### src/source/bus_config.svh
`ifndef BUS_CONFIG_SVH
`define BUS_CONFIG_SVH

// on-chip RAM window
`define RAM_BASE 64'h0000_0000_8000_0000
`define RAM_WORDS 512
`define RAM_ADDR_W 9

// reduced PLIC, standard base
`define PLIC_BASE 64'h0000_0000_0c00_0000
`define PLIC_PENDING_OFS 64'h0000_0000_0000_1000
`define PLIC_ENABLE_OFS 64'h0000_0000_0000_2000
`define PLIC_CTX_ENABLE_STRIDE 64'h0000_0000_0000_0080
`define PLIC_CLAIM_OFS 64'h0000_0000_0020_0004
`define PLIC_CTX_CLAIM_STRIDE 64'h0000_0000_0000_1000

// the one wired source
`define IRQ_SOURCE_ID 1

`endif

### src/source/bus_pkg.sv
`default_nettype none

package bus_pkg;

    // shared by loads and stores, stores stop at LS_D
    typedef enum logic [2:0] {
        LS_B  = 3'b000,
        LS_H  = 3'b001,
        LS_W  = 3'b010,
        LS_D  = 3'b011,
        LS_BU = 3'b100,
        LS_HU = 3'b101,
        LS_WU = 3'b110
    } ls_type_e;

    typedef enum logic [1:0] {
        REGION_RAM,
        REGION_PLIC,
        REGION_NONE
    } region_e;

    typedef enum logic [2:0] {
        PENDING,
        ENABLE0,
        ENABLE1,
        CLAIM0,
        CLAIM1,
        NONE
    } plic_reg_e;

    // one RAM word, seen as byte lanes or halfword lanes
    typedef union packed {
        logic [3:0][7:0]  bytes;
        logic [1:0][15:0] halves;
    } ram_word_u;

endpackage

`default_nettype wire

### src/source/bus_ifs.sv
`timescale 1ns/1ps
`default_nettype none
`include "bus_config.svh"


// register access into the interrupt controller
interface plic_reg_if import bus_pkg::*; ();
    plic_reg_e   reg_sel;
    logic        write;
    logic        read;
    logic [31:0] wdata;
    logic [31:0] rdata;

    modport seq (output reg_sel, write, read, wdata, input rdata);
    modport ctrl (input reg_sel, write, read, wdata, output rdata);
endinterface

`default_nettype wire

### src/source/interrupt_controller.sv
`timescale 1ns/1ps
`default_nettype none
`include "bus_config.svh"

module interrupt_controller import bus_pkg::*; (
    input  logic     clock_slow,
    input  logic     KEY0,
    input  logic     irq_source,
    plic_reg_if.ctrl plic_port,
    output logic     meip_interrupt,
    output logic     msip_interrupt
);
    logic        irq_sync;
    logic        irq_prev;
    logic        pending;
    logic [31:0] enable [2];
    logic [31:0] claim_id [2];
    logic        claim_hit;

    // context 0 is machine, context 1 supervisor
    always_comb begin
        for (int ctx = 0; ctx < 2; ctx++) begin
            claim_id[ctx] = (pending && enable[ctx][`IRQ_SOURCE_ID]) ? `IRQ_SOURCE_ID : 32'd0;
        end
    end

    assign meip_interrupt = claim_id[0] != 32'd0;
    assign msip_interrupt = claim_id[1] != 32'd0;

    // a claim that returns 0 leaves pending alone
    assign claim_hit = plic_port.read
        && ((plic_port.reg_sel == CLAIM0 && meip_interrupt)
        || (plic_port.reg_sel == CLAIM1 && msip_interrupt));

    always_ff @(posedge clock_slow or negedge KEY0) begin
        if (!KEY0) begin
            irq_sync  <= 1'b0;
            irq_prev  <= 1'b0;
            pending   <= 1'b0;
            enable[0] <= 32'd0;
            enable[1] <= 32'd0;
        end else begin
            irq_sync <= irq_source;
            irq_prev <= irq_sync;
            if (irq_sync && !irq_prev) begin
                pending <= 1'b1;
            end else if (claim_hit) begin
                pending <= 1'b0;
            end
            if (plic_port.write && plic_port.reg_sel == ENABLE0) begin
                enable[0] <= plic_port.wdata;
            end
            if (plic_port.write && plic_port.reg_sel == ENABLE1) begin
                enable[1] <= plic_port.wdata;
            end
        end
    end

    always_comb begin
        case (plic_port.reg_sel)
            PENDING: plic_port.rdata = 32'(pending) << `IRQ_SOURCE_ID;
            ENABLE0: plic_port.rdata = enable[0];
            ENABLE1: plic_port.rdata = enable[1];
            CLAIM0: plic_port.rdata = claim_id[0];
            CLAIM1: plic_port.rdata = claim_id[1];
            default: plic_port.rdata = 32'd0;
        endcase
    end

endmodule

`default_nettype wire

### src/flat_wrapper.sv
// flat-port wrapper written by rule: the top's interface ports become plain ports
module interrupt_controller_flat import bus_pkg::*;
  (clock_slow, KEY0, irq_source, meip_interrupt, msip_interrupt, plic_port_reg_sel, plic_port_write, plic_port_read, plic_port_wdata, plic_port_rdata);
  plic_reg_if plic_port_i ();
  input  logic clock_slow;
  input  logic KEY0;
  input  logic irq_source;
  output logic meip_interrupt;
  output logic msip_interrupt;
  input wire logic [$bits(plic_port_i.reg_sel)-1:0] plic_port_reg_sel;
  input wire logic [$bits(plic_port_i.write)-1:0] plic_port_write;
  input wire logic [$bits(plic_port_i.read)-1:0] plic_port_read;
  input wire logic [$bits(plic_port_i.wdata)-1:0] plic_port_wdata;
  output wire logic [$bits(plic_port_i.rdata)-1:0] plic_port_rdata;
  assign plic_port_i.reg_sel = plic_port_reg_sel;
  assign plic_port_i.write = plic_port_write;
  assign plic_port_i.read = plic_port_read;
  assign plic_port_i.wdata = plic_port_wdata;
  assign plic_port_rdata = plic_port_i.rdata;
  interrupt_controller u_core (.clock_slow(clock_slow), .KEY0(KEY0), .irq_source(irq_source), .plic_port(plic_port_i), .meip_interrupt(meip_interrupt), .msip_interrupt(msip_interrupt));
endmodule
### config.mk
export PLATFORM = sky130hd
export DESIGN_NAME = interrupt_controller_flat
export DESIGN_NICKNAME = d
export VERILOG_FILES = /design/src/source/bus_pkg.sv /design/src/source/bus_ifs.sv /design/src/source/interrupt_controller.sv /design/src/flat_wrapper.sv
export VERILOG_INCLUDE_DIRS = /design/src /design/src/source
export SDC_FILE = /design/constraint.sdc
export NUM_CORES = 1
export LEC_CHECK = 0
export CORE_UTILIZATION = 50
export CTS_BUF_LIST = sky130_fd_sc_hd__clkbuf_4
export DETAILED_ROUTE_END_ITERATION = 16
export DONT_BUFFER_PORTS = 1
export GPL_TIMING_DRIVEN = 1
export PLACE_DENSITY_LB_ADDON = 0.15
export SETUP_SLACK_MARGIN = 0.5
export SLEW_MARGIN = 20
export SYNTH_ARGS = -nofsm -noshare
export SYNTH_HDL_FRONTEND = slang
export SYNTH_SLANG_ARGS = --single-unit
### constraint.sdc
create_clock -name clock_slow -period 1 [get_ports clock_slow]
set_input_delay 0.15 -clock clock_slow [delete_from_list [all_inputs] [get_ports clock_slow]]
set_output_delay 0.15 -clock clock_slow [all_outputs]
set_load 0.1 [all_outputs]
==> flow_summary.ini <==
[hold_path]
hold_path_class = primary input to asynchronous set/reset pin

[drt]
wl_um = 7830
firstDrtPassIters = 4
postRouteAntennaNets = 0
drt-wirelength-per-cell_um = 23.1
vias_per_cell = 5.98
drc = 0
drtIter0Drc = 69
vias = 2027

[floorplanning]
pin_count = 74
dieArea_um2 = 6120
die_x_um = 78.2
start_util = 0.524
coreArea_um2 = 5540
rows = 27
dieHeight_um = 78.2

[critical_path]
worst-path-buf-inv = 2
timing.reg2reg.setup_slack_ns = -0.19
cp_common_cell = a211oi_4
cp.required_ns = 0.85
crit_arrival_ns = 1.39
crit_chain = buf_6 > a211oi_4 > a211oi_4 > buf_12
r2r-start = u_core.enable[1]
crit_family = flip-flops
max_stage_delay_ns = 0.41
critPathMaxFanout = 3
critPathSlowestCell = dfrtp_1
path_class = flop to output pin
worst_r2r_path_depth = 5
worstSetupEndpointType = output pin
cp-start-kind = flop
r2r_end = u_core.pending

[timing]
maxSlewViolCount = 0
fin_skew_ns = 0.000252
holdWs_ns = -0.574
clock.fmax_ghz = 0.649
fin_ws_ns = -0.542
period_minus_slack_ns = 1.54
finalHoldViolCount = 132
tightest_slew_ns = 0.329
slew_headroom = 0.781
setup_viol = 40
rsz0062_at_grt = true
period_share = 1.54

[global_routing]
first_global_vias = 2131
grt_usage = 0.268
antenna_found_initial = 0
grt_max_degree = 68
grt_overflow = 0
grt_pass1_wl_um = 12000

[cells_and_area]
areaGrowthSynthToFinish_pct = 57.7
final_util = 0.827
nets = 304
drive_above_1_share = 0.723
fin_cells = 339
fin_area_um2 = 4580
diodes = 0

[pwr]
intPower_w = 0.00586
switching_share = 0.336
comb_power_share = 0.384
pwr-share-seq = 0.427
powerDensity_nw_per_um2 = 1930
peakVddDrop_uv = 1380
p_clk_frac = 0.189
p_leak_nw = 2.16
p_total_w = 0.00882
switching_power_w = 0.00296

[run]
drv_cap = 0

[yosys]
synthTopCellsByArea = dfrtp_1 58%, mux2_1 12%, mux2_2 12%, a22o_1 9.3%, buf_6 2.3%
syn_avg_cell_area_um2 = 15.0
ys_ff_latch = 67
synth_top_area_frac = 0.577
synth_warnings = 0
syn-num-nets = 233
ys_types = 18
syn-instance-count = 193
synth_area_um2 = 2900
seq_area_frac_synth = 0.577
yosysTopAreaCell = dfrtp_1

[placed_design]
dp.cells = 279
gp_congestion = 0.802
placed_cell_area_um2 = 3820
dp_hpwl_um = 4330
io_buffers = 0

[clock_tree]
cts_root_buf = clkbuf_4
cts_max_level = 3
cts_made_buffers = 9
worstSkewPairLatency_ns = 0.38
cts_tree = built
cts_sinks = 67
clockBufferDepth = 2
cts_hold_buf = 1
clk_pin_slew_ns = 0.11

[status]
violations = negative hold slack, negative setup slack
status = finished, violations left
## area by class of cell
type,instances,area [µm²]
multi-input cells,111,1690
inverters,1,3.75
clock inverters,4,43.8
fillers,274,961
well taps,72,90.1
repair buffers,74,1000
flip-flops and latches,67,1680
clock buffers,10,75.1
## cell usage after synthesis
cell      count
clkbuf_1      2
dfrtp_1      67
nand2b_1      1
mux2_2       32
nor3b_2       2
nor2b_1       1
a211oi_1      2
nor4bb_1      3
inv_1         1
nand2_1       1
and2_1        2
o21ai_0       2
a22oi_1       1
buf_2         6
a22o_1       31
mux2_1       32
and4b_1       1
buf_6         6
## metal layers
layer  share of wire  up-vias  track usage
li1                -      868            -
met1            0.43     1067        0.341
met2            0.49       73        0.425
met3           0.060       19       0.0953
met4           0.023        0       0.0926
met5               0        -            0
## flip-flops by register name, summed over array words and instances (netlist names)
signal / count
u_core.enable: 64
u_core.pending: 1
u_core.irq_sync: 1
u_core.irq_prev: 1
## worst max path at each step
| stage | startpoint | to | slack (ns) | cells after the start |
|---|---|---|---|---|
| final | u_core.enable[33] | plic_port_rdata[1] | -0.54 | 4 |
| after global routing | u_core.enable[1] | plic_port_rdata[0] | -0.61 | 3 |
| after CTS | u_core.enable[33] | plic_port_rdata[1] | -0.56 | 4 |
| after detailed placement | plic_port_reg_sel[1] | u_core.enable[33] | -0.29 | 3 |
| after global placement | u_core.enable[1] | plic_port_rdata[0] | -0.26 | 3 |
| after floorplan | u_core.pending | plic_port_rdata[1] | -0.52 | 3 |
## through the flow
step	setup TNS, ns	setup slack (ns)
after floorplan	-15.17	-0.518
after global placement	-18.83	-0.264
after detailed placement	-20.63	-0.289
after CTS	-12.47	-0.559
after global routing	-14.09	-0.605
final	-12.58	-0.542
## layout by cell type (no fill, tap or decap), types with 2 or more instances in the layout
master / instances
dfrtp_1: 67
mux2_4: 63
buf_6: 33
a22o_4: 24
buf_12: 17
buf_4: 17
clkbuf_4: 10
a22o_2: 6
buf_16: 5
nor4bb_4: 3
nor3b_4: 2
and2_4: 2
a211oi_4: 2
o21ai_2: 2
clkinv_2: 2
## timing repair
item	4_1_cts	5_1_grt
endpoints found under the hold margin	133	132
resized for setup	25	28
setup buffers	26	14
setup endpoints to repair	100	100
cloned	5	0
pin swaps	27	7
## power by group through the flow
| stage | registers, W | logic [W] | clock network [W] |
|---|---|---|---|
| 3_3_place_gp | 0.00372 | 0.00261 | 0 |
| 4_1_cts | 0.00371 | 0.00304 | 0.00167 |
| 2_1_floorplan | 0.00365 | 0.00221 | 0 |
| 3_5_place_dp | 0.00377 | 0.00266 | 0 |
| 6_report | 0.00377 | 0.00338 | 0.00167 |
| 5_1_grt | 0.00382 | 0.00349 | 0.00181 |
## cell families after synthesis
| kind of cell | after synthesis | share of synthesized area |
|---|---|---|
| AO/OA/AOI/OAI | 36 | 0.105 |
| buffers and inverters | 15 | 0.0375 |
| multiplexers | 64 | 0.248 |
| AND/OR/NAND/NOR | 11 | 0.0323 |
| flip-flops | 67 | 0.577 |
## worst reg2reg max path, cell delays in order, from the launching register on
cell and delay (ns):
dfrtp_1 0.38, nor4bb_4 0.24, buf_4 0.16, buf_6 0.08, o21ai_2 0.04, a22o_1 0.18
Note: power is estimated with default switching activity, not from simulation.
