**src/source/bus_config.svh**
```systemverilog
`ifndef BUS_CONFIG_SVH
`define BUS_CONFIG_SVH

// on-chip RAM window
`define RAM_BASE 64'h0000_0000_8000_0000
`define RAM_WORDS 512
`define RAM_ADDR_W 9

// reduced PLIC, standard base
`define PLIC_BASE 64'h0000_0000_0c00_0000
`define PLIC_PENDING_OFS 64'h0000_0000_0000_1000
`define PLIC_ENABLE_OFS 64'h0000_0000_0000_2000
`define PLIC_CTX_ENABLE_STRIDE 64'h0000_0000_0000_0080
`define PLIC_CLAIM_OFS 64'h0000_0000_0020_0004
`define PLIC_CTX_CLAIM_STRIDE 64'h0000_0000_0000_1000

// the one wired source
`define IRQ_SOURCE_ID 1

`endif

```
**src/source/bus_pkg.sv**
```systemverilog
`default_nettype none

package bus_pkg;

    // shared by loads and stores, stores stop at LS_D
    typedef enum logic [2:0] {
        LS_B  = 3'b000,
        LS_H  = 3'b001,
        LS_W  = 3'b010,
        LS_D  = 3'b011,
        LS_BU = 3'b100,
        LS_HU = 3'b101,
        LS_WU = 3'b110
    } ls_type_e;

    typedef enum logic [1:0] {
        REGION_RAM,
        REGION_PLIC,
        REGION_NONE
    } region_e;

    typedef enum logic [2:0] {
        PENDING,
        ENABLE0,
        ENABLE1,
        CLAIM0,
        CLAIM1,
        NONE
    } plic_reg_e;

    // one RAM word, seen as byte lanes or halfword lanes
    typedef union packed {
        logic [3:0][7:0]  bytes;
        logic [1:0][15:0] halves;
    } ram_word_u;

endpackage

`default_nettype wire

```
**src/source/bus_ifs.sv**
```systemverilog
`timescale 1ns/1ps
`default_nettype none
`include "bus_config.svh"

// word operations from the sequencer into the RAM
interface ram_port_if import bus_pkg::*; ();
    logic [`RAM_ADDR_W-1:0] word_addr;
    ram_word_u              wdata;
    logic [3:0]             byte_en;
    logic                   write;
    logic                   read;

    modport seq (output word_addr, wdata, byte_en, write, read);
    modport ram (input word_addr, wdata, byte_en, write, read);
endinterface

// tells the formatter what to do with the returned data
interface read_return_if import bus_pkg::*; ();
    logic     capture_lo;
    logic     capture_hi;
    ls_type_e ls_type;
    logic [1:0] byte_ofs;
    logic     clear;
    logic     plic_load;

    modport seq (output capture_lo, capture_hi, ls_type, byte_ofs, clear, plic_load);
    modport fmt (input capture_lo, capture_hi, ls_type, byte_ofs, clear, plic_load);
endinterface

// register access into the interrupt controller
interface plic_reg_if import bus_pkg::*; ();
    plic_reg_e   reg_sel;
    logic        write;
    logic        read;
    logic [31:0] wdata;
    logic [31:0] rdata;

    modport seq (output reg_sel, write, read, wdata, input rdata);
    modport ctrl (input reg_sel, write, read, wdata, output rdata);
endinterface

`default_nettype wire

```
**src/source/bus_access_sequencer.sv**
```systemverilog
`timescale 1ns/1ps
`default_nettype none
`include "bus_config.svh"

module bus_access_sequencer import bus_pkg::*; (
    input  logic        clock_slow,
    input  logic        KEY0,
    input  logic [63:0] bus_address,
    input  logic [63:0] bus_write_data,
    input  logic        bus_read_enable,
    input  logic        bus_write_enable,
    input  ls_type_e    bus_ls_type,
    output logic        bus_read_done,
    output logic        bus_write_done,
    ram_port_if.seq     ram_port,
    read_return_if.seq  ret_port,
    plic_reg_if.seq     plic_port
);
    logic [63:0]            ram_ofs;
    logic [63:0]            plic_ofs;
    region_e                region_d;
    region_e                region_q;
    plic_reg_e              plic_reg_d;
    plic_reg_e              plic_reg_q;
    ls_type_e               ls_q;
    logic [63:0]            wdata_q;
    logic [`RAM_ADDR_W-1:0] word_addr_q;
    logic [1:0]             byte_ofs_q;
    logic                   is_write_q;
    logic                   active;
    logic [1:0]             step;
    logic [1:0]             last_step;
    logic                   ram_op;
    logic                   capture_lo_q;
    logic                   capture_hi_q;
    ram_word_u              lane_word;

    assign ram_ofs  = bus_address - `RAM_BASE;
    assign plic_ofs = bus_address - `PLIC_BASE;

    always_comb begin
        case (plic_ofs)
            `PLIC_PENDING_OFS: plic_reg_d = PENDING;
            `PLIC_ENABLE_OFS: plic_reg_d = ENABLE0;
            `PLIC_ENABLE_OFS + `PLIC_CTX_ENABLE_STRIDE: plic_reg_d = ENABLE1;
            `PLIC_CLAIM_OFS: plic_reg_d = CLAIM0;
            `PLIC_CLAIM_OFS + `PLIC_CTX_CLAIM_STRIDE: plic_reg_d = CLAIM1;
            default: plic_reg_d = NONE;
        endcase
        // below RAM_BASE wraps to a large offset
        if (ram_ofs < 64'(4 * `RAM_WORDS)) begin
            region_d = REGION_RAM;
        end else if (plic_reg_d != NONE) begin
            region_d = REGION_PLIC;
        end else begin
            region_d = REGION_NONE;
        end
    end

    always_ff @(posedge clock_slow or negedge KEY0) begin
        if (!KEY0) begin
            active         <= 1'b0;
            step           <= 2'd0;
            last_step      <= 2'd0;
            is_write_q     <= 1'b0;
            region_q       <= REGION_NONE;
            plic_reg_q     <= NONE;
            bus_read_done  <= 1'b1;
            bus_write_done <= 1'b1;
            capture_lo_q   <= 1'b0;
            capture_hi_q   <= 1'b0;
        end else begin
            // RAM word shows up one cycle after its read strobe
            capture_lo_q <= ram_port.read && step == 2'd1;
            capture_hi_q <= ram_port.read && step == 2'd2;
            if (bus_read_enable || bus_write_enable) begin
                active     <= 1'b1;
                step       <= 2'd0;
                is_write_q <= bus_write_enable;
                region_q   <= region_d;
                plic_reg_q <= plic_reg_d;
                // one extra step for read latency, one for the second word
                if (region_d == REGION_RAM) begin
                    last_step <= 2'd1 + 2'(!bus_write_enable) + 2'(bus_ls_type == LS_D);
                end else begin
                    last_step <= 2'd1;
                end
                if (bus_write_enable) begin
                    bus_write_done <= 1'b0;
                end else begin
                    bus_read_done <= 1'b0;
                end
            end else if (active) begin
                if (step == last_step) begin
                    active <= 1'b0;
                    if (is_write_q) begin
                        bus_write_done <= 1'b1;
                    end else begin
                        bus_read_done <= 1'b1;
                    end
                end else begin
                    step <= step + 2'd1;
                end
            end
        end
    end

    // request payload, only meaningful while active
    always_ff @(posedge clock_slow) begin
        if (bus_read_enable || bus_write_enable) begin
            ls_q        <= bus_ls_type;
            wdata_q     <= bus_write_data;
            word_addr_q <= ram_ofs[`RAM_ADDR_W+1:2];
            byte_ofs_q  <= ram_ofs[1:0];
        end
    end

    // step 1 is the first word, step 2 the upper word of ld/sd
    assign ram_op = active && region_q == REGION_RAM
        && (step == 2'd1 || (ls_q == LS_D && step == 2'd2));

    always_comb begin
        if (step == 2'd2) begin
            lane_word = wdata_q[63:32];
            ram_port.byte_en = 4'b1111;
        end else begin
            case (ls_q)
                LS_B: begin
                    lane_word.bytes = {4{wdata_q[7:0]}};
                    ram_port.byte_en = 4'b0001 << byte_ofs_q;
                end
                LS_H: begin
                    lane_word.halves = {2{wdata_q[15:0]}};
                    ram_port.byte_en = byte_ofs_q[1] ? 4'b1100 : 4'b0011;
                end
                default: begin
                    lane_word = wdata_q[31:0];
                    ram_port.byte_en = 4'b1111;
                end
            endcase
        end
    end

    assign ram_port.wdata     = lane_word;
    assign ram_port.word_addr = word_addr_q + `RAM_ADDR_W'(step == 2'd2);
    assign ram_port.read      = ram_op && !is_write_q;
    assign ram_port.write     = ram_op && is_write_q;

    assign plic_port.reg_sel = plic_reg_q;
    assign plic_port.wdata   = wdata_q[31:0];
    assign plic_port.read    = active && region_q == REGION_PLIC && !is_write_q && step == 2'd1;
    assign plic_port.write   = active && region_q == REGION_PLIC && is_write_q && step == 2'd1;

    assign ret_port.capture_lo = capture_lo_q;
    assign ret_port.capture_hi = capture_hi_q;
    assign ret_port.ls_type    = ls_q;
    assign ret_port.byte_ofs   = byte_ofs_q;
    // PLIC rdata is combinational, so load in the same cycle as the read
    assign ret_port.plic_load  = plic_port.read;
    assign ret_port.clear      = active && region_q == REGION_NONE && !is_write_q
        && step == 2'd1;

endmodule

`default_nettype wire

```
**src/flat_wrapper.sv**
```systemverilog
// flat-port wrapper written by rule: the top's interface ports become plain ports
module bus_access_sequencer_flat import bus_pkg::*;
  (clock_slow, KEY0, bus_address, bus_write_data, bus_read_enable, bus_write_enable, bus_ls_type, bus_read_done, bus_write_done, ram_port_word_addr, ram_port_wdata, ram_port_byte_en, ram_port_write, ram_port_read, ret_port_capture_lo, ret_port_capture_hi, ret_port_ls_type, ret_port_byte_ofs, ret_port_clear, ret_port_plic_load, plic_port_reg_sel, plic_port_write, plic_port_read, plic_port_wdata, plic_port_rdata);
  ram_port_if ram_port_i ();
  read_return_if ret_port_i ();
  plic_reg_if plic_port_i ();
  input  logic clock_slow;
  input  logic KEY0;
  input  logic [63:0] bus_address;
  input  logic [63:0] bus_write_data;
  input  logic bus_read_enable;
  input  logic bus_write_enable;
  input  ls_type_e bus_ls_type;
  output logic bus_read_done;
  output logic bus_write_done;
  output wire logic [$bits(ram_port_i.word_addr)-1:0] ram_port_word_addr;
  output wire logic [$bits(ram_port_i.wdata)-1:0] ram_port_wdata;
  output wire logic [$bits(ram_port_i.byte_en)-1:0] ram_port_byte_en;
  output wire logic [$bits(ram_port_i.write)-1:0] ram_port_write;
  output wire logic [$bits(ram_port_i.read)-1:0] ram_port_read;
  output wire logic [$bits(ret_port_i.capture_lo)-1:0] ret_port_capture_lo;
  output wire logic [$bits(ret_port_i.capture_hi)-1:0] ret_port_capture_hi;
  output wire logic [$bits(ret_port_i.ls_type)-1:0] ret_port_ls_type;
  output wire logic [$bits(ret_port_i.byte_ofs)-1:0] ret_port_byte_ofs;
  output wire logic [$bits(ret_port_i.clear)-1:0] ret_port_clear;
  output wire logic [$bits(ret_port_i.plic_load)-1:0] ret_port_plic_load;
  output wire logic [$bits(plic_port_i.reg_sel)-1:0] plic_port_reg_sel;
  output wire logic [$bits(plic_port_i.write)-1:0] plic_port_write;
  output wire logic [$bits(plic_port_i.read)-1:0] plic_port_read;
  output wire logic [$bits(plic_port_i.wdata)-1:0] plic_port_wdata;
  input wire logic [$bits(plic_port_i.rdata)-1:0] plic_port_rdata;
  assign ram_port_word_addr = ram_port_i.word_addr;
  assign ram_port_wdata = ram_port_i.wdata;
  assign ram_port_byte_en = ram_port_i.byte_en;
  assign ram_port_write = ram_port_i.write;
  assign ram_port_read = ram_port_i.read;
  assign ret_port_capture_lo = ret_port_i.capture_lo;
  assign ret_port_capture_hi = ret_port_i.capture_hi;
  assign ret_port_ls_type = ret_port_i.ls_type;
  assign ret_port_byte_ofs = ret_port_i.byte_ofs;
  assign ret_port_clear = ret_port_i.clear;
  assign ret_port_plic_load = ret_port_i.plic_load;
  assign plic_port_reg_sel = plic_port_i.reg_sel;
  assign plic_port_write = plic_port_i.write;
  assign plic_port_read = plic_port_i.read;
  assign plic_port_wdata = plic_port_i.wdata;
  assign plic_port_i.rdata = plic_port_rdata;
  bus_access_sequencer u_core (.clock_slow(clock_slow), .KEY0(KEY0), .bus_address(bus_address), .bus_write_data(bus_write_data), .bus_read_enable(bus_read_enable), .bus_write_enable(bus_write_enable), .bus_ls_type(bus_ls_type), .bus_read_done(bus_read_done), .bus_write_done(bus_write_done), .ram_port(ram_port_i), .ret_port(ret_port_i), .plic_port(plic_port_i));
endmodule
```
**config.mk**
```make
export PLATFORM = sky130hd
export DESIGN_NAME = bus_access_sequencer_flat
export DESIGN_NICKNAME = d
export VERILOG_FILES = /design/src/source/bus_pkg.sv /design/src/source/bus_ifs.sv /design/src/source/bus_access_sequencer.sv /design/src/flat_wrapper.sv
export VERILOG_INCLUDE_DIRS = /design/src /design/src/source
export SDC_FILE = /design/constraint.sdc
export NUM_CORES = 1
export LEC_CHECK = 0
export BUFFER_PORTS_ARGS = -buffer_cell sky130_fd_sc_hd__buf_4
export CAP_MARGIN = 30
export CORE_ASPECT_RATIO = 0.5
export CORE_MARGIN = 5
export CORE_UTILIZATION = 43
export DETAILED_ROUTE_END_ITERATION = 6
export GPL_ROUTABILITY_DRIVEN = 0
export GPL_TIMING_DRIVEN = 1
export PLACE_DENSITY_LB_ADDON = 0.05
export SLEW_MARGIN = 20
export SYNTH_ARGS = -nofsm -noshare
export SYNTH_HDL_FRONTEND = slang
export SYNTH_SLANG_ARGS = --single-unit
export TNS_END_PERCENT = 100
```
**constraint.sdc**
```tcl
create_clock -name clock_slow -period 1.7 [get_ports clock_slow]
set_input_delay 0.17 -clock clock_slow [delete_from_list [all_inputs] [get_ports clock_slow]]
set_output_delay 0.17 -clock clock_slow [all_outputs]
set_load 0.02 [all_outputs]
```
==> impl_metrics.ini, run 1 <==
[detailed_routing]
routed_wl_um = 22290
drtPass1Iterations = 5
avgViaCountPerCell = 5.476
num_vias = 5898
drc_errors = 0
ant_nets = 0
dr.first_iter.drc_count = 327
wl_per_cell_um = 20.69

[layout]
n_antenna_cell = 0
area_delta_synth_final_pct = 85.14
drive_gt1_share_pct = 57.44
final_nets = 1075
final_cells = 1077
final_core_util_pct = 80.73
final_area_sq_um = 10130

[pwr]
report.power.total_mw = 7.339
power_frac_comb_pct = 31.0
power.density_nw_per_um2 = 724.1
clock_power_share_pct = 30.1
switching_share_pct = 28.83
seqPwrFrac_pct = 39.0
total_leakage_power_nw = 4.213
p_int_mw = 5.223
p_sw_mw = 2.116
ir_drop_mv = 0.5259

[place]
dp_hpwl_um = 13750
dpl_cell_area_sq_um = 8117
portBuffers = 229
placedCellCount = 976

[sta]
fin_crit_sh_pct = 124.2
holdWs_ns = 0.005131
max_slew_margin_pct = 58.30
setup_ws_ns = -0.4109
hold_viol_final = 0
finalSetupViolations = 57
period_minus_slack_ns = 2.111
rsz0062_at_grt = yes
max_freq_mhz = 473.7
drv_slew = 0
worst-slew-pin-transition_ns = 0.6255
fin_skew_ns = 0.005713

[cts]
cts_buffers = 9
cts-htree-levels = 3
cts_buffer_depth = 2
cts.sinks = 93
cts_tree = built
ctsRootBufferMaster = clkbuf_16
clk_pin_slew_ns = 0.07
clock_latency_ns = 0.34

[setup_path]
rr_endpoint = u_core.step[1]
critPathLaunchType = register
critPathCaptureType = output pin
r2r-start = u_core.step[1]
rrSetupSlack_ns = 0.17
reg2reg_depth = 7
cp.arrival_ns = 1.94
crit_required_ns = 1.53
crit_type = reg2out
crit_fanout = 5

[floorplan]
io-pin-count = 262
die_w_um = 169.6
start_util_pct = 43.60
core-area_sq_um = 12550
die_area_sq_um = 15220
row_count = 29
die_h_um = 89.78

[synthesis]
ys_types = 64
synthArstFlopShare_pct = 16.13
syn_inst = 520
ys_ff_latch = 93
netlist_area_sq_um = 5474
synth_nets = 693
syn_area_per_cell_sq_um = 10.53
synth_edf_count = 78
ys.flop_type = edfxtp_1
yosysSeqAreaShare_pct = 49.76
ys_warn_count = 0

[grt]
grt_pass1_vias = 5924
grt_max_degree = 48
antenna_found_initial = 0
track_usage_pct = 25.38
grt_pass1_wl_um = 30830
overflow = 0

[run_status]
violations = negative setup slack
status = complete, but fails checks

[min_path]
min_path_type = in2reg
holdPathStages = 1
min_delay_worst_endpoint = u_core.wdata_q[0]
hp-start = bus_write_data[0]

[job]
drv_cap = 0
kinds of logic after synthesis:
kind of cell	count (synthesis)	share of synthesized area, %
flip-flops	93	49.76
AND/OR/NAND/NOR	217	22.15
multiplexers	33	6.240
XOR/XNOR	18	2.880
AO/OA/AOI/OAI	93	11.13
buffers and inverters	60	6.469
adder cells (fa/ha/maj)	6	1.371
through the flow:
stage	setup TNS (ns)	setup slack, ns
2_1_floorplan	-17.21	-0.6006
3_3_place_gp	-4.798	-0.8205
3_5_place_dp	-5.125	-0.8602
4_1_cts	-9.628	-0.4099
5_1_grt	-15.60	-0.4970
6_report	-12.05	-0.4109
what timing repair did:
item,4_1_cts,5_1_grt
cloned,7,0
endpoints found under the setup margin,54,57
hold buffers,30,16
buffers inserted,26,12
gates resized for setup,114,88
hold endpoints to repair,44,16
pin swaps,30,27
cells in the final DEF (no fill, tap or decap), drive strengths merged, types with 6 or more instances in the layout:
cell type,synthesis,routed
buf,39,376
edfxtp,78,78
nand2,53,53
o21ai,48,48
dlygate4sd3,0,46
nor2,36,36
nor4,26,26
mux2i,24,24
nand4,23,23
nor3,17,17
nand3,15,15
clkbuf,12,12
dfrtp,10,10
xor2,9,9
a21oi,9,9
mux2,9,9
xnor2,9,9
or4,9,9
inv,8,8
nor4b,7,7
and3,6,6
ha,6,6
critical path, cell delays in order, from the launching register on:
cell     delay, ns
dfrtp_1       0.39
inv_2         0.10
ha_4          0.23
ha_4          0.18
ha_4          0.16
nand2_1       0.07
xnor2_1       0.25
buf_4         0.21
synth_stat cells (all sizes together), types with 6 or more instances:
| master | instances | area, sq um |
|---|---|---|
| a21oi | 9 | 45.04 |
| and3 | 6 | 37.54 |
| buf | 39 | 275.3 |
| clkbuf | 12 | 45.04 |
| dfrtp | 10 | 250.2 |
| edfxtp | 78 | 2342 |
| ha | 6 | 75.07 |
| inv | 8 | 30.03 |
| mux2 | 9 | 101.4 |
| mux2i | 24 | 240.2 |
| nand2 | 53 | 198.9 |
| nand3 | 15 | 75.07 |
| nand4 | 23 | 143.9 |
| nor2 | 36 | 137.6 |
| nor3 | 17 | 106.4 |
| nor4 | 26 | 175.2 |
| nor4b | 7 | 76.32 |
| o21ai | 48 | 240.2 |
| or4 | 9 | 78.82 |
| xnor2 | 9 | 78.83 |
| xor2 | 9 | 78.83 |
registers in the layout, summed over array words and instances (netlist names), 2 cells and up:
register / flops
u_core.ret_port.ls_type: 3
u_core.wdata_q: 64
u_core.step: 2
u_core.last_step: 2
u_core.region_q: 2
u_core.word_addr_q: 9
u_core.ret_port.byte_ofs: 2
u_core.plic_port.reg_sel: 3
power by group through the flow:
stage	logic (mW)	registers, mW	clock network [mW]
floorplan	0.845	2.84	0
global placement	1.70	2.83	0
detailed placement	1.72	2.84	0
CTS	2.08	2.81	2.21
global route	2.38	2.87	2.33
finish	2.27	2.86	2.21
how the worst max path moves through the flow:
stage | start | to | cells after the start
2_1_floorplan | bus_address[41] | u_core.last_step[1] | 7
3_3_place_gp | bus_address[41] | u_core.last_step[1] | 8
3_5_place_dp | bus_address[41] | u_core.last_step[1] | 8
4_1_cts | bus_address[41] | u_core.last_step[0] | 8
5_1_grt | u_core.step[0] | ram_port_word_addr[4] | 7
6_report | u_core.step[0] | ram_port_word_addr[4] | 7
metal layers:
metal  global-route usage [%]  wire length [um]  vias to the layer above
met1                    29.12              8520                     2851
met4                    6.899               624                        0
li1                         -                 -                     2746
met3                    4.514              1177                       50
met5                        0                 0                        -
met2                    48.38             11960                      251
final cells by class:
type,count,area (sq um)
Timing Repair Buffer,422,3702
Multi-Input combinational cell,367,3119
Sequential cell,93,2724
Fill cell,727,2420
Clock buffer,12,256.5
Tap cell,170,212.7
Clock inverter,4,70.07
Inverter,9,50.05
Note: power is estimated with default switching activity, not from simulation.
==> inputs of run 2 (changes only) <==
--- a/config.mk
+++ b/config.mk
@@ -10,7 +10,7 @@
 export CAP_MARGIN = 30
 export CORE_ASPECT_RATIO = 0.5
 export CORE_MARGIN = 5
-export CORE_UTILIZATION = 43
+export CORE_UTILIZATION = 35
 export DETAILED_ROUTE_END_ITERATION = 6
 export GPL_ROUTABILITY_DRIVEN = 0
 export GPL_TIMING_DRIVEN = 1
==> run 2 against run 1 <==
The run still ends with negative setup slack left. Worst hold slack better by 0.012 ns. Utilization shrank 14 points. Worst setup slack improved by 0.026 ns. Combinational power about the same. Sequential power hardly changed. Wire length down 12%. Clock power fell by 17%. Global-route usage down 5.0 points. Critical endpoint is now u_core.region_q[0]. Largest cell class unchanged. Largest power group unchanged.
==> impl_metrics.ini, run 2 (synthesis gave the netlist of run 1 again) <==
[grt]
track_usage_pct = 20.35
grt_max_degree = 47
antenna_found_initial = 0
overflow = 0
grt_pass1_wl_um = 30400
grt_pass1_vias = 5900

[layout]
fillers = 1184
final_area_sq_um = 10300
top_register = u_core.wdata_q
drive_gt1_share_pct = 54.59
multi_input_area_sq_um = 3059
final_nets = 1104
area_delta_synth_final_pct = 88.21
final_core_util_pct = 67.01
largest_register_ffs = 64
n_antenna_cell = 0
reg.largest.list = u_core.wdata_q x64, u_core.word_addr_q x9
ff_latch_area_sq_um = 2724
final_cells = 1140
layout_commonest_cell = buf_4
mostFrequentLayoutCells = 314 x buf_4, 78 x edfxtp_1, 71 x dlygate4sd3_1, 48 x buf_6, 38 x nand2_1

[place]
dpl_cell_area_sq_um = 8267
placedCellCount = 1021
portBuffers = 229
place_ws_ns = -0.8362
dp_hpwl_um = 14010

[floorplan]
die_w_um = 186.9
die_area_sq_um = 18390
io-pin-count = 262
die_h_um = 98.43
core-area_sq_um = 15370
row_count = 32
start_util_pct = 35.60

[cts]
clock_latency_ns = 0.34
ctsRootBufferMaster = clkbuf_16
cts_buffer_depth = 2
cts_buffers = 9
cts_tree = built
clk_pin_slew_ns = 0.06
cts.sinks = 93
cts-htree-levels = 3

[pwr]
report.power.total_mw = 6.920
total_leakage_power_nw = 4.262
power.density_nw_per_um2 = 671.7
ir_drop_mv = 0.4567

[setup_path]
cp_num_buf_inv = 2
critical_path_depth = 10
crit_slowest_cell = or4_1
r2r-start = u_core.step[1]
crit_fanout = 5
critPathLaunchType = primary input
rr_endpoint = u_core.step[1]
crit_required_ns = 1.97
rrSetupSlack_ns = 0.16
startpoint = bus_address[31]
crit_top_cell = nand4_1
crit_end = u_core.region_q[0]
path_cells = buf_8 > inv_4 > ha_4 > nor4b_4 > nand4_1 > o31a_1 > nor3_1 > nand4_1 > or4_1 > o21ai_1
critPathCaptureType = register
reg2reg_depth = 8
cp_top_family = simple AND/OR/NAND/NOR gates
max_stage_delay_ns = 0.53
cp.arrival_ns = 2.35
crit_type = in2reg

[detailed_routing]
drc_errors = 0
dr.first_iter.drc_count = 219
num_vias = 5759
drtPass1Iterations = 5
wl_per_cell_um = 17.13
avgViaCountPerCell = 5.052
ant_nets = 0
routed_wl_um = 19530

[min_path]
min_path_type = in2reg
hp-start = bus_address[10]

[sta]
period_minus_slack_ns = 2.085
drv_slew = 0
rsz0062_at_grt = yes
fin_crit_sh_pct = 122.7
finalSetupViolations = 54
fin_skew_ns = 0.003324
hold_viol_final = 0
tns_ns = -10.47
max_slew_margin_pct = 59.56
worst-slew-pin-transition_ns = 0.6065
max_freq_mhz = 479.5
holdWs_ns = 0.01692
setup_ws_ns = -0.3854

[run_status]
status = complete, but fails checks
violations = negative setup slack

[job]
drv_cap = 0
-- run 2: changes by cell type in the layout (fill, tap and decap cells not counted), sizes merged --
cell         delta
clkinv          +1
bufinv          -2
dlygate4sd3    +25
clkinvlp        +4
buf             +4
clkbuf          -3
-- run 2: how the worst min path moves through the flow --
stage | cells past startpoint | to | slack [ns]
after CTS | 1 | u_core.ret_port.byte_ofs[0] | 0.0002
final | 1 | u_core.word_addr_q[8] | 0.02
after global placement | 1 | u_core.ret_port.capture_hi | 0.04
after floorplan | 0 | u_core.active | -0.13
after detailed placement | 1 | u_core.ret_port.capture_hi | 0.03
after global routing | 1 | u_core.word_addr_q[8] | 0.0005
-- run 2: repair_timing --
item                                   4_1_cts  5_1_grt
gates cloned                                 4        0
endpoints found under the hold margin       81        4
resized for setup                           97       91
hold buffers                                67        4
buffers inserted                            23       13
setup endpoints to repair                   54       58
pin swaps                                   31       33
-- run 2: power by group --
part           total, mW  leakage, nW  internal [mW]  switching [mW]
Sequential          2.84        0.972           2.69           0.152
Clock               1.83        0.119          0.978           0.848
Combinational       2.25         3.17           1.20            1.05
Total               6.92         4.26           4.87            2.05
-- run 2: metal layers --
| layer | GRT usage [%] | vias up | part of all wire [%] |
|---|---|---|---|
| met5 | 0 | - | 0 |
| met3 | 4.636 | 30 | 4.9 |
| met1 | 24.05 | 2753 | 40 |
| met4 | 5.054 | 0 | 2.0 |
| met2 | 37.90 | 185 | 53 |
| li1 | - | 2791 | - |
-- run 2: layout make-up --
cell class | instances | area share, %
Sequential cell | 93 | 26.44
Multi-Input combinational cell | 367 | 29.69
Clock inverter | 7 | 0.4129
Inverter | 9 | 0.4858
Tap cell | 204 | 2.478
Timing Repair Buffer | 451 | 38.30
Clock buffer | 9 | 2.186
