**src/source/bus_config.svh**
```systemverilog
`ifndef BUS_CONFIG_SVH
`define BUS_CONFIG_SVH

// on-chip RAM window
`define RAM_BASE 64'h0000_0000_8000_0000
`define RAM_WORDS 512
`define RAM_ADDR_W 9

// reduced PLIC, standard base
`define PLIC_BASE 64'h0000_0000_0c00_0000
`define PLIC_PENDING_OFS 64'h0000_0000_0000_1000
`define PLIC_ENABLE_OFS 64'h0000_0000_0000_2000
`define PLIC_CTX_ENABLE_STRIDE 64'h0000_0000_0000_0080
`define PLIC_CLAIM_OFS 64'h0000_0000_0020_0004
`define PLIC_CTX_CLAIM_STRIDE 64'h0000_0000_0000_1000

// the one wired source
`define IRQ_SOURCE_ID 1

`endif

```
**src/source/bus_pkg.sv**
```systemverilog
`default_nettype none

package bus_pkg;

    // shared by loads and stores, stores stop at LS_D
    typedef enum logic [2:0] {
        LS_B  = 3'b000,
        LS_H  = 3'b001,
        LS_W  = 3'b010,
        LS_D  = 3'b011,
        LS_BU = 3'b100,
        LS_HU = 3'b101,
        LS_WU = 3'b110
    } ls_type_e;

    typedef enum logic [1:0] {
        REGION_RAM,
        REGION_PLIC,
        REGION_NONE
    } region_e;

    typedef enum logic [2:0] {
        PENDING,
        ENABLE0,
        ENABLE1,
        CLAIM0,
        CLAIM1,
        NONE
    } plic_reg_e;

    // one RAM word, seen as byte lanes or halfword lanes
    typedef union packed {
        logic [3:0][7:0]  bytes;
        logic [1:0][15:0] halves;
    } ram_word_u;

endpackage

`default_nettype wire

```
**src/source/bus_ifs.sv**
```systemverilog
`timescale 1ns/1ps
`default_nettype none
`include "bus_config.svh"


// tells the formatter what to do with the returned data
interface read_return_if import bus_pkg::*; ();
    logic     capture_lo;
    logic     capture_hi;
    ls_type_e ls_type;
    logic [1:0] byte_ofs;
    logic     clear;
    logic     plic_load;

    modport seq (output capture_lo, capture_hi, ls_type, byte_ofs, clear, plic_load);
    modport fmt (input capture_lo, capture_hi, ls_type, byte_ofs, clear, plic_load);
endinterface


`default_nettype wire

```
**src/source/load_formatter.sv**
```systemverilog
`timescale 1ns/1ps
`default_nettype none

module load_formatter import bus_pkg::*; (
    input  logic        clock_slow,
    input  logic        KEY0,
    read_return_if.fmt  ret_port,
    input  ram_word_u   ram_rdata,
    input  logic [31:0] plic_rdata,
    output logic [63:0] bus_read_data
);
    logic [7:0]  byte_sel;
    logic [15:0] half_sel;
    logic [63:0] lo_val;

    assign byte_sel = ram_rdata.bytes[ret_port.byte_ofs];
    assign half_sel = ram_rdata.halves[ret_port.byte_ofs[1]];

    always_comb begin
        case (ret_port.ls_type)
            LS_B: lo_val = {{56{byte_sel[7]}}, byte_sel};
            LS_BU: lo_val = {56'd0, byte_sel};
            LS_H: lo_val = {{48{half_sel[15]}}, half_sel};
            LS_HU: lo_val = {48'd0, half_sel};
            LS_W: lo_val = {{32{ram_rdata[31]}}, ram_rdata};
            // lwu, and the low half of ld
            default: lo_val = {32'd0, ram_rdata};
        endcase
    end

    always_ff @(posedge clock_slow or negedge KEY0) begin
        if (!KEY0) begin
            bus_read_data <= 64'd0;
        end else if (ret_port.clear) begin
            bus_read_data <= 64'd0;
        end else if (ret_port.plic_load) begin
            bus_read_data <= {32'd0, plic_rdata};
        end else if (ret_port.capture_lo) begin
            bus_read_data <= lo_val;
        end else if (ret_port.capture_hi) begin
            bus_read_data[63:32] <= ram_rdata;
        end
    end

endmodule

`default_nettype wire

```
**src/flat_wrapper.sv**
```systemverilog
// flat-port wrapper written by rule: the top's interface ports become plain ports
module load_formatter_flat import bus_pkg::*;
  (clock_slow, KEY0, ram_rdata, plic_rdata, bus_read_data, ret_port_capture_lo, ret_port_capture_hi, ret_port_ls_type, ret_port_byte_ofs, ret_port_clear, ret_port_plic_load);
  read_return_if ret_port_i ();
  input  logic clock_slow;
  input  logic KEY0;
  input  ram_word_u ram_rdata;
  input  logic [31:0] plic_rdata;
  output logic [63:0] bus_read_data;
  input wire logic [$bits(ret_port_i.capture_lo)-1:0] ret_port_capture_lo;
  input wire logic [$bits(ret_port_i.capture_hi)-1:0] ret_port_capture_hi;
  input wire logic [$bits(ret_port_i.ls_type)-1:0] ret_port_ls_type;
  input wire logic [$bits(ret_port_i.byte_ofs)-1:0] ret_port_byte_ofs;
  input wire logic [$bits(ret_port_i.clear)-1:0] ret_port_clear;
  input wire logic [$bits(ret_port_i.plic_load)-1:0] ret_port_plic_load;
  assign ret_port_i.capture_lo = ret_port_capture_lo;
  assign ret_port_i.capture_hi = ret_port_capture_hi;
  assign ret_port_i.ls_type = ret_port_ls_type;
  assign ret_port_i.byte_ofs = ret_port_byte_ofs;
  assign ret_port_i.clear = ret_port_clear;
  assign ret_port_i.plic_load = ret_port_plic_load;
  load_formatter u_core (.clock_slow(clock_slow), .KEY0(KEY0), .ret_port(ret_port_i), .ram_rdata(ram_rdata), .plic_rdata(plic_rdata), .bus_read_data(bus_read_data));
endmodule
```
**config.mk**
```make
export PLATFORM = sky130hd
export DESIGN_NAME = load_formatter_flat
export DESIGN_NICKNAME = d
export VERILOG_FILES = /design/src/source/bus_pkg.sv /design/src/source/bus_ifs.sv /design/src/source/load_formatter.sv /design/src/flat_wrapper.sv
export VERILOG_INCLUDE_DIRS = /design/src /design/src/source
export SDC_FILE = /design/constraint.sdc
export NUM_CORES = 1
export LEC_CHECK = 0
export ABC_AREA = 1
export BUFFER_PORTS_ARGS = -buffer_cell sky130_fd_sc_hd__clkbuf_2
export CAP_MARGIN = 20
export CORE_MARGIN = 4
export CORE_UTILIZATION = 39
export CTS_CLUSTER_DIAMETER = 100
export DETAILED_ROUTE_END_ITERATION = 7
export SETUP_SLACK_MARGIN = 0.05
export SLEW_MARGIN = 20
export SYNTH_ARGS = -nofsm -noshare
export SYNTH_HDL_FRONTEND = slang
export SYNTH_SLANG_ARGS = --single-unit
```
**constraint.sdc**
```tcl
create_clock -name clock_slow -period 0.8 [get_ports clock_slow]
set_input_delay 0.08 -clock clock_slow [delete_from_list [all_inputs] [get_ports clock_slow]]
set_output_delay 0.08 -clock clock_slow [all_outputs]
set_load 0.05 [all_outputs]
```
==> key figures, run 1 <==
Setup path
  – Buf/Inv on CP: 1
  – Slowest stage delay, CP: 0.43 ns
  – Critical path class: reg2out
  – CP arrival: 0.96 ns
  – CP top delay family: flip-flops
  – R2r setup slk: -0.08 ns
  – CP Max Fanout: 2
  – Worst setup endpoint: bus_read_data[36]
  – RR Startpoint: u_core.bus_read_data[30]
  – Critical Path Start: u_core.bus_read_data[36]
  – Worst endpoint required time: 0.72 ns
  – Startpoint Class: flip-flop
  – WP depth: 1
  – Setup crit end kind: output pin
  – Worst path cell trace: buf_8
  – Reg2Reg Depth: 4
  – Critical Path Slowest Stage Cell: dfrtp_1
  – Reg-to-Reg End: u_core.bus_read_data[30]

Synth
  – Synth area leaders: dfrtp_1 38%, nand2_1 33%, nand3_1 6.3%
  – Register area share after synthesis: 0.382
  – Syn_nets: 776
  – Biggest area consumer among synthesized cells: dfrtp_1
  – Synthesized instance count: 701
  – List of most frequent post-synthesis cells: 371 x nand2_1, 64 x dfrtp_1, 64 x inv_1, 64 x nor2_1, 53 x nand3_1
  – Post-Synthesis Cell Area: 4190 um^2
  – Top-area cell type share of the netlist area: 0.382
  – Most common cell in the synthesized netlist: nand2_1
  – Syn_area_per_cell: 5.98 um^2
  – Yosys warnings: 0
  – Synth unique cells: 18
  – Synth Flop Type: dfrtp_1
  – Ys async rst share: 1.00
  – Synth Register Bits: 64
  – Post-synth EDFFs: 0

Floorplanning
  – Boundary Pins: 139
  – Row count: 37
  – Initial Util: 0.402
  – Die Wd: 112 um
  – Die Span Y: 112 um
  – Core Box Area: 10400 um^2
  – Die ar.: 12500 um^2

Clocking
  – Clock Sinks: 64
  – Clock-pin slew on the worst setup and hold paths: 0.08 ns
  – Clock latency on the worst-skew pair: 0.35 ns
  – Clock buffer depth: 2
  – H-tree depth: 3
  – CTS buffer count: 9
  – CTS Root Cell: clkbuf_8
  – CTS tree: done

Power
  – Power Dens Cells: 1350 nW/um^2
  – Peak VDD IR: 0.845 mV
  – Combinational share of power: 0.396
  – P_int: 6.67 mW
  – Sequential share of power: 0.345
  – Clock share of power: 0.258
  – Switching share of power: 0.370
  – Static leakage: 4.49 nW
  – Net Sw Power: 3.92 mW

Cells and area
  – Final core occ: 0.754
  – Synth-to-Final Area Change: 87.3%
  – Filler cell count: 761
  – Layout cells sized above 1: 0.482
  – Post-route design area: 7850 um^2
  – Sequential standard cell area: 1600 um^2
  – Ant. Diodes: 0
  – Final Non-Filler Cells: 1069
  – Multi-input logic area: 2920 um^2
  – Max reg flops: 64
  – Top Registers: u_core.bus_read_data (64)
  – # nets final: 1003
  – Largest register by flop count: u_core.bus_read_data

Route
  – DR WL/cell: 16.2 um
  – Number of vias per cell: 4.99
  – Initial DRC count: 391
  – Final ANT Viol Nets: 0
  – Via Count: 5333
  – Final wirelength: 17300 um
  – DRC violations left: 0
  – DR pass1 iterations: 5

Global routing
  – Met3 Use GR: 0.0505
  – GRT Resource Usage Total: 0.265
  – Largest net degree at the start of global routing: 65
  – Antenna violations before repair: 0
  – Met1 usage: 0.354
  – Most crowded layer after global routing: met2
  – Congestion Overflow GR: 0
  – M2 GR Usage: 0.423
  – First-pass GRT wire length: 26500 um
  – Number of global-route vias before repair: 5190

Placed design
  – Dpl hpwl: 10900 um
  – Placed insts: 1001
  – Gp weighted congestion: 0.975
  – Placement Cell Area: 5490 um^2
  – IO buf count: 138

Timing
  – Final Hold Viols: 0
  – Worst setup margin: -0.241 ns
  – Worst Skew: 0 ns
  – # setup viols final: 108
  – Max Transition Viols Final: 0
  – Final min period: 1.04 ns
  – Tightest Pin Transition: 0.369 ns
  – RSZ-0062 raised after global routing: yes
  – Period Utilization, post-route: 1.30
  – Rel. slew slack: 0.754
  – Fmax achieved: 961 MHz

Hold path
  – Worst hold path startpoint: plic_rdata[1]
  – Worst hold path type: in2reg

Job
  – Max-Cap Viols: 0

Status
  – Violated checks: setup timing
  – Status: complete, but fails checks
[logic make-up after synthesis]
family | count (synthesis) | share of synthesized area
simple gates | 504 | 0.479
compound gates | 25 | 0.0299
flops | 64 | 0.382
buf+inv | 108 | 0.109
[area by class of cell]
type / count / share of cell area
Multi-Input combinational cell: 529 / 0.372
Timing Repair Buffer: 256 / 0.344
Clock buffer: 14 / 0.0220
Sequential cell: 64 / 0.204
Tap cell: 136 / 0.0217
Clock inverter: 2 / 0.00159
Inverter: 68 / 0.0348
[through the flow]
stage / setup TNS, ns / total power [mW] / hold WS [ns] / setup WS [ns]
after global routing: -20.30 / 11.0 / 0.0727 / -0.252
after CTS: -16.48 / 9.98 / 0.0224 / -0.244
final: -17.26 / 10.6 / 0.0280 / -0.241
after detailed placement: -26.21 / 6.42 / 0.129 / -0.465
after global placement: -26.27 / 6.41 / 0.123 / -0.453
after floorplan: -13.85 / 5.37 / -0.216 / -0.268
[worst min path at each step]
stage | to | slack [ns] | cells after the start
floorplan | u_core.bus_read_data[0] | -0.22 | 0
global placement | u_core.bus_read_data[13] | 0.12 | 2
detailed placement | u_core.bus_read_data[13] | 0.13 | 2
CTS | u_core.bus_read_data[1] | 0.02 | 5
global route | u_core.bus_read_data[3] | 0.07 | 5
finish | u_core.bus_read_data[1] | 0.03 | 5
[power by group through the flow]
stage          sequential (mW)  combinational, mW  clock (mW)
3_5_place_dp              3.63               2.80           0
5_1_grt                   3.68               4.46        2.88
4_1_cts                   3.60               3.63        2.75
2_1_floorplan             4.37               1.00           0
6_report                  3.66               4.20        2.73
3_3_place_gp              3.62               2.79           0
[worst reg2reg max path, delay by kind of cell, from the launching register on]
kind                   cells  cell delay (ns)
buffers and inverters      2             0.26
flip-flops                 1             0.41
AND/OR/NAND/NOR            2             0.11
[timing repair]
item,in CTS,in global routing
hold buffers,1,0
buffers inserted,27,28
endpoints found under the setup margin,127,128
resized for setup,225,232
hold endpoints to repair,64,0
pin swaps,24,60
cloned,7,2
[cell usage in the layout, fill, tap and decap left out]
master	n
a21oi_1	21
a21oi_2	3
a21oi_4	1
buf_12	16
buf_16	4
buf_4	76
buf_6	18
buf_8	70
clkbuf_1	2
clkbuf_16	3
clkbuf_2	65
clkbuf_4	1
clkbuf_8	14
clkinv_2	1
clkinv_8	1
clkinvlp_4	1
dfrtp_1	64
dlygate4sd3_1	1
inv_1	60
inv_2	5
inv_4	2
nand2_1	270
nand2_2	76
nand2_4	27
nand3_1	15
nand3_2	25
nand3_4	14
nor2_1	50
nor2_2	16
nor2_4	9
nor3_2	1
or2_4	1
[metal layers]
| metal | share of wire | routed length (um) |
|---|---|---|
| met2 | 0.49 | 8550 |
| met1 | 0.42 | 7300 |
| met4 | 0.029 | 511 |
| met5 | 0 | 0 |
| met3 | 0.056 | 970 |
Note: power is estimated with default switching activity, not from simulation.
==> inputs of run 2 (changes only) <==
CTS_BUF_LIST = sky130_fd_sc_hd__clkbuf_2   (was default)
==> key figures, run 2 (synthesis results as in run 1) <==
Route
  – Final ANT Viol Nets: 0 (unchanged)
  – Via Count: 5241 (-1.7%)
  – Initial DRC count: 446 (+14%)
  – DR pass1 iterations: 5 (unchanged)
  – Number of vias per cell: 4.79 (-4.1%)
  – DR WL/cell: 14.9 um (-7.8%)
  – DRC violations left: 0 (unchanged)
  – Final wirelength: 16400 um (-5.6%)

Setup path
  – Critical path class: reg2out
  – CP Max Fanout: 2 (unchanged)
  – CP arrival: 1.16 ns (+0.20 ns)
  – CP top delay family: flip-flops
  – Startpoint Class: flip-flop
  – RR Startpoint: u_core.bus_read_data[28]
  – Setup crit end kind: output pin
  – R2r setup slk: -0.12 ns (-0.04 ns)
  – Worst path cell trace: buf_8
  – Slowest stage delay, CP: 0.46 ns (+0.03 ns)
  – Reg-to-Reg End: u_core.bus_read_data[28]
  – Buf/Inv on CP: 1 (unchanged)
  – Reg2Reg Depth: 4 (unchanged)
  – Worst endpoint required time: 0.72 ns (about the same)
  – Critical Path Slowest Stage Cell: dfrtp_1

Clocking
  – Clock buffer depth: 2 (unchanged)
  – Clock Sinks: 64 (unchanged)
  – CTS Root Cell: clkbuf_2
  – H-tree depth: 3 (unchanged)
  – CTS buffer count: 9 (unchanged)
  – Clock-pin slew on the worst setup and hold paths: 0.20 ns (+0.12 ns)
  – Clock latency on the worst-skew pair: 0.50 ns (+0.15 ns)
  – CTS tree: done

Hold path
  – Worst hold path startpoint: ram_rdata[29]
  – Worst hold path type: in2reg
  – Hold Path Sink: u_core.bus_read_data[29]
  – Hold depth: 5 (unchanged)

Global routing
  – Number of global-route vias before repair: 5261 (+1.4%)
  – First-pass GRT wire length: 26500 um (about the same)
  – Congestion Overflow GR: 0 (unchanged)
  – Largest net degree at the start of global routing: 65 (unchanged)
  – Antenna violations before repair: 1 (+1)
  – GRT Resource Usage Total: 0.264 (-0.000822)

Cells and area
  – Synth-to-Final Area Change: 69.8%
  – Most common cell after layout, fill and taps aside: nand2_1
  – Leading cell types in the layout, fill and taps excluded: 344 x nand2_1, 78 x clkbuf_2, 64 x inv_1, 64 x buf_8, 64 x dfrtp_1
  – Largest register by flop count: u_core.bus_read_data
  – # nets final: 1027 (+2.4%)
  – Post-route design area: 7120 um^2 (-9.3%)
  – Layout cells sized above 1: 0.307 (-0.175)
  – Max reg flops: 64 (unchanged)
  – Top Registers: u_core.bus_read_data (64)
  – Final core occ: 0.683 (-0.0703)

Timing
  – Worst Skew: 0 ns (unchanged)
  – Rel. slew slack: 0.732 (-0.0223)
  – WHS: -0.00722 ns (-0.0352 ns)
  – Tightest Pin Transition: 0.402 ns (+0.0334 ns)
  – Period Utilization, post-route: 1.55 (+0.249)
  – Final Hold Viols: 1 (+1)
  – Worst setup margin: -0.439 ns (-0.199 ns)
  – # setup viols final: 66 (-39%)
  – Max Transition Viols Final: 0 (unchanged)
  – RSZ-0062 raised after global routing: yes
  – Fmax achieved: 807 MHz (-16%)
  – Final min period: 1.24 ns (+0.199 ns)

Power
  – Static leakage: 4.17 nW (-7.1%)
  – Power Dens Cells: 1260 nW/um^2 (-6.4%)
  – Peak VDD IR: 0.761 mV (-9.9%)

Status
  – Violated checks: hold timing, setup timing
  – Status: complete, but fails checks

Placed design
  – Gp weighted congestion: 0.975 (unchanged)
  – Dpl hpwl: 10900 um (unchanged)
  – IO buf count: 138 (unchanged)
  – Placement Cell Area: 5490 um^2 (unchanged)
  – Pre-CTS setup slack: -0.465 ns (unchanged)

Floorplanning
  – Initial Util: 0.402 (unchanged)
  – Die Wd: 112 um (unchanged)
  – Core Box Area: 10400 um^2 (unchanged)
  – Row count: 37 (unchanged)
  – Die Span Y: 112 um (unchanged)
  – Boundary Pins: 139 (unchanged)
  – Die ar.: 12500 um^2 (unchanged)

Job
  – Max-Cap Viols: 0 (unchanged)
run 2: cell types whose count changed in the layout (fill, tap and decap cells not counted), sizes merged:
cell | previous run | this run
diode | 0 | 2
clkinv | 2 | 4
buf | 184 | 157
dlygate4sd3 | 1 | 53
dlymetal6s4s | 0 | 2
inv | 67 | 68
clkbuf | 85 | 79
run 2: power breakdown:
group	internal (mW)	switching [mW]	total [mW]
combinational	1.63	2.07	3.70
clock	0.399	1.22	1.62
sequential	3.45	0.218	3.67
total	5.48	3.51	8.99
run 2: metrics by stage:
stage | hold slack, ns | setup TNS, ns | instances | power, mW
6_report | -0.00722 | -26.05 | 1095 | 8.99
5_1_grt | -0.00191 | -29.95 | 1095 | 9.48
4_1_cts | 0.00244 | -28.82 | 1090 | 8.73
3_5_place_dp | 0.129 | -26.21 | 1001 | 6.42
3_3_place_gp | 0.123 | -26.27 | 1001 | 6.41
2_1_floorplan | -0.216 | -13.85 | 701 | 5.37
run 2: how the worst max path moves through the flow:
| stage | startpoint | to | slack, ns | cells after the start |
|---|---|---|---|---|
| after floorplan | ret_port_plic_load | u_core.bus_read_data[21] | -0.27 | 10 |
| after global placement | ret_port_byte_ofs[0] | u_core.bus_read_data[53] | -0.45 | 11 |
| after detailed placement | ret_port_byte_ofs[0] | u_core.bus_read_data[54] | -0.46 | 11 |
| after CTS | u_core.bus_read_data[40] | bus_read_data[40] | -0.47 | 1 |
| after global routing | u_core.bus_read_data[25] | bus_read_data[25] | -0.51 | 1 |
| final | u_core.bus_read_data[25] | bus_read_data[25] | -0.44 | 1 |
run 2: timing repair:
item	CTS	global route
endpoints found under the hold margin	114	1
setup endpoints to repair	64	123
setup buffers	12	17
resized for setup	129	126
pin swaps	1	21
hold buffers	61	1
run 2: layout make-up:
class,instances,area [um^2]
fill,891,3300
inverter,68,260
tap,136,170
antenna,2,5.00
timing repair buffer,280,2760
clock buffer,11,55.1
clock inverter,5,23.8
sequential,64,1600
multi-input combinational,529,2240
run 2: routing by layer:
layer / vias to the layer above / global-route usage / routed length (um)
met5: - / 0 / 0
met4: 0 / 0.104 / 461
met3: 41 / 0.0505 / 1170
met2: 220 / 0.432 / 7870
met1: 2381 / 0.344 / 6870
li1: 2599 / - / -
==> inputs of run 3 (changes only) <==
REMOVE_ABC_BUFFERS = 1   (was default)
SKIP_LAST_GASP = 1   (was default)
==> key figures, run 3 (synthesis results as in run 1) <==
Status
  – Status: complete, but fails checks
  – Violated checks: setup timing

Setup path
  – Reg2Reg Depth: 4 (unchanged)
  – CP arrival: 1.16 ns (about the same)
  – Worst setup endpoint: bus_read_data[13]
  – Critical Path Slowest Stage Cell: dfrtp_1
  – Buf/Inv on CP: 1 (unchanged)
  – Worst endpoint required time: 0.72 ns (about the same)
  – Worst path cell trace: buf_8
  – R2r setup slk: -0.09 ns (+0.03 ns)
  – Critical Path Start: u_core.bus_read_data[13]
  – WP depth: 1 (unchanged)
  – CP Max Fanout: 2 (unchanged)
  – RR Startpoint: u_core.bus_read_data[9]
  – Slowest stage delay, CP: 0.46 ns (about the same)
  – Startpoint Class: flip-flop
  – Critical path class: reg2out
  – CP top delay family: flip-flops
  – Reg-to-Reg End: u_core.bus_read_data[9]
  – Setup crit end kind: output pin

Timing
  – Fmax achieved: 804 MHz (-0.32%)
  – Rel. slew slack: 0.734 (+0.00256)
  – Final min period: 1.24 ns (+0.00392 ns)
  – Final Hold Viols: 0 (-1)
  – Max Transition Viols Final: 0 (unchanged)
  – Setup TNS: -26.53 ns (-0.481 ns)
  – Worst Skew: 0 ns (unchanged)
  – RSZ-0062 raised after global routing: yes
  – # setup viols final: 69 (+4.5%)
  – Tightest Pin Transition: 0.397 ns (-0.00531 ns)
  – Worst setup margin: -0.443 ns (-0.00392 ns)
  – Period Utilization, post-route: 1.55 (+0.00490)

Global routing
  – Congestion Overflow GR: 0 (unchanged)
  – Number of global-route vias before repair: 5002 (-4.9%)
  – GRT Resource Usage Total: 0.248 (-0.0160)
  – First-pass GRT wire length: 25000 um (-5.8%)
  – Antenna violations before repair: 0 (-1)
  – Largest net degree at the start of global routing: 65 (unchanged)

Cells and area
  – Ant. Diodes: 0 (-2)
  – # nets final: 1021 (-0.58%)
  – Largest register by flop count: u_core.bus_read_data
  – Post-route design area: 7070 um^2 (-0.69%)
  – Max reg flops: 64 (unchanged)
  – Synth-to-Final Area Change: 68.7%
  – Most common cell after layout, fill and taps aside: nand2_1
  – Top Registers: u_core.bus_read_data (64)
  – Layout cells sized above 1: 0.293 (-0.0138)
  – Leading cell types in the layout, fill and taps excluded: 349 x nand2_1, 75 x clkbuf_2, 64 x inv_1, 64 x dfrtp_1
  – Final core occ: 0.679 (-0.00468)

Power
  – Combinational share of power: 0.375 (-0.037)
  – Final Power: 9.61 mW (+6.9%)
  – Net Sw Power: 3.53 mW (+0.56%)
  – Static leakage: 4.17 nW (about the same)
  – Peak VDD IR: 0.861 mV (+13%)
  – Switching share of power: 0.367 (-0.0233)
  – P_int: 6.08 mW (+11%)
  – Clock share of power: 0.243 (+0.063)
  – Power Dens Cells: 1360 nW/um^2 (+7.7%)
  – Sequential share of power: 0.381 (-0.027)

Route
  – Via Count: 5130 (-2.1%)
  – DR WL met3: 983 um (-16%)
  – Initial DRC count: 274 (-39%)
  – Final wirelength: 15300 um (-6.5%)
  – DR WL met2: 7640 um (-2.9%)
  – DR pass1 iterations: 5 (unchanged)
  – Metal-1 WL: 6430 um (-6.5%)
  – Number of vias per cell: 4.72 (-1.4%)
  – DRC violations left: 0 (unchanged)
  – DR WL/cell: 14.1 um (-5.8%)
  – Top Layer Used: met4
  – Final ANT Viol Nets: 0 (unchanged)

Clocking
  – CTS Root Cell: clkbuf_2
  – Clock Sinks: 64 (unchanged)
  – Clock-pin slew on the worst setup and hold paths: 0.21 ns (about the same)
  – H-tree depth: 3 (unchanged)
  – CTS buffer count: 9 (unchanged)
  – CTS tree: done
  – Clock buffer depth: 2 (unchanged)
  – Clock latency on the worst-skew pair: 0.51 ns (about the same)

Placed design
  – Dpl hpwl: 10500 um (-3.7%)
  – Pre-CTS setup slack: -0.409 ns (+0.0556 ns)
  – Placement Cell Area: 5440 um^2 (-0.84%)
  – IO buf count: 138 (unchanged)
  – Gp weighted congestion: 0.908 (-6.8%)

Floorplanning
  – Core Box Area: 10400 um^2 (unchanged)
  – Die Span Y: 112 um (unchanged)
  – Die ar.: 12500 um^2 (unchanged)
  – Die Wd: 112 um (unchanged)
  – Boundary Pins: 139 (unchanged)
  – Row count: 37 (unchanged)
  – Initial Util: 0.402 (unchanged)

Hold path
  – Worst hold path type: in2reg

Job
  – Max-Cap Viols: 0 (unchanged)
-- run 3: changes by cell type in the layout (fill, tap and decap cells not counted), sizes merged --
cell          previous run  this run
dlymetal6s4s             2         1
inv                     68        69
bufinv                   0         2
clkbuf                  79        76
diode                    2         0
buf                    157       154
clkinvlp                 1         0
dlygate4sd3             53        52
-- run 3: power by group through the flow --
stage / Clock, mW / Combinational, mW / Sequential (mW)
floorplan: 0 / 0.826 / 4.37
global placement: 0 / 2.76 / 3.62
detailed placement: 0 / 2.77 / 3.63
CTS: 2.40 / 3.41 / 3.60
global route: 2.52 / 3.89 / 3.69
finish: 2.34 / 3.61 / 3.67
-- run 3: worst min path at each step --
stage,start,endpoint,depth (start not counted),slack (ns)
final,ram_rdata[23],u_core.bus_read_data[23],6,0.03
after CTS,ram_rdata[26],u_core.bus_read_data[10],6,0.002
after detailed placement,KEY0,u_core.bus_read_data[6],2,0.12
after global routing,ram_rdata[20],u_core.bus_read_data[20],5,0.02
after global placement,KEY0,u_core.bus_read_data[0],2,0.12
after floorplan,KEY0,u_core.bus_read_data[0],0,-0.22
-- run 3: timing repair --
item,CTS,global route
endpoints found under the hold margin,114,0
hold buffers,53,0
setup endpoints to repair,64,88
pin swaps,0,17
buffers inserted,21,18
gates resized for setup,128,106
-- run 3: final cells by class --
cell class	count	area (um^2)
tap	136	170
clock buffer	9	45.0
fill	935	3350
multi-input combinational	529	2200
clock inverter	7	95.1
timing repair buffer	274	2700
inverter	68	255
sequential	64	1600
-- run 3: per-layer routing --
metal,global-route usage,up-vias
met5,0,-
met1,0.318,2361
met4,0.0697,0
met3,0.0571,27
met2,0.419,163
li1,-,2579
-- run 3: stage by stage --
stage	hold slack, ns	cells
global route	0.0184	1087
global placement	0.117	995
floorplan	-0.216	661
detailed placement	0.121	995
CTS	0.00246	1085
finish	0.0332	1087
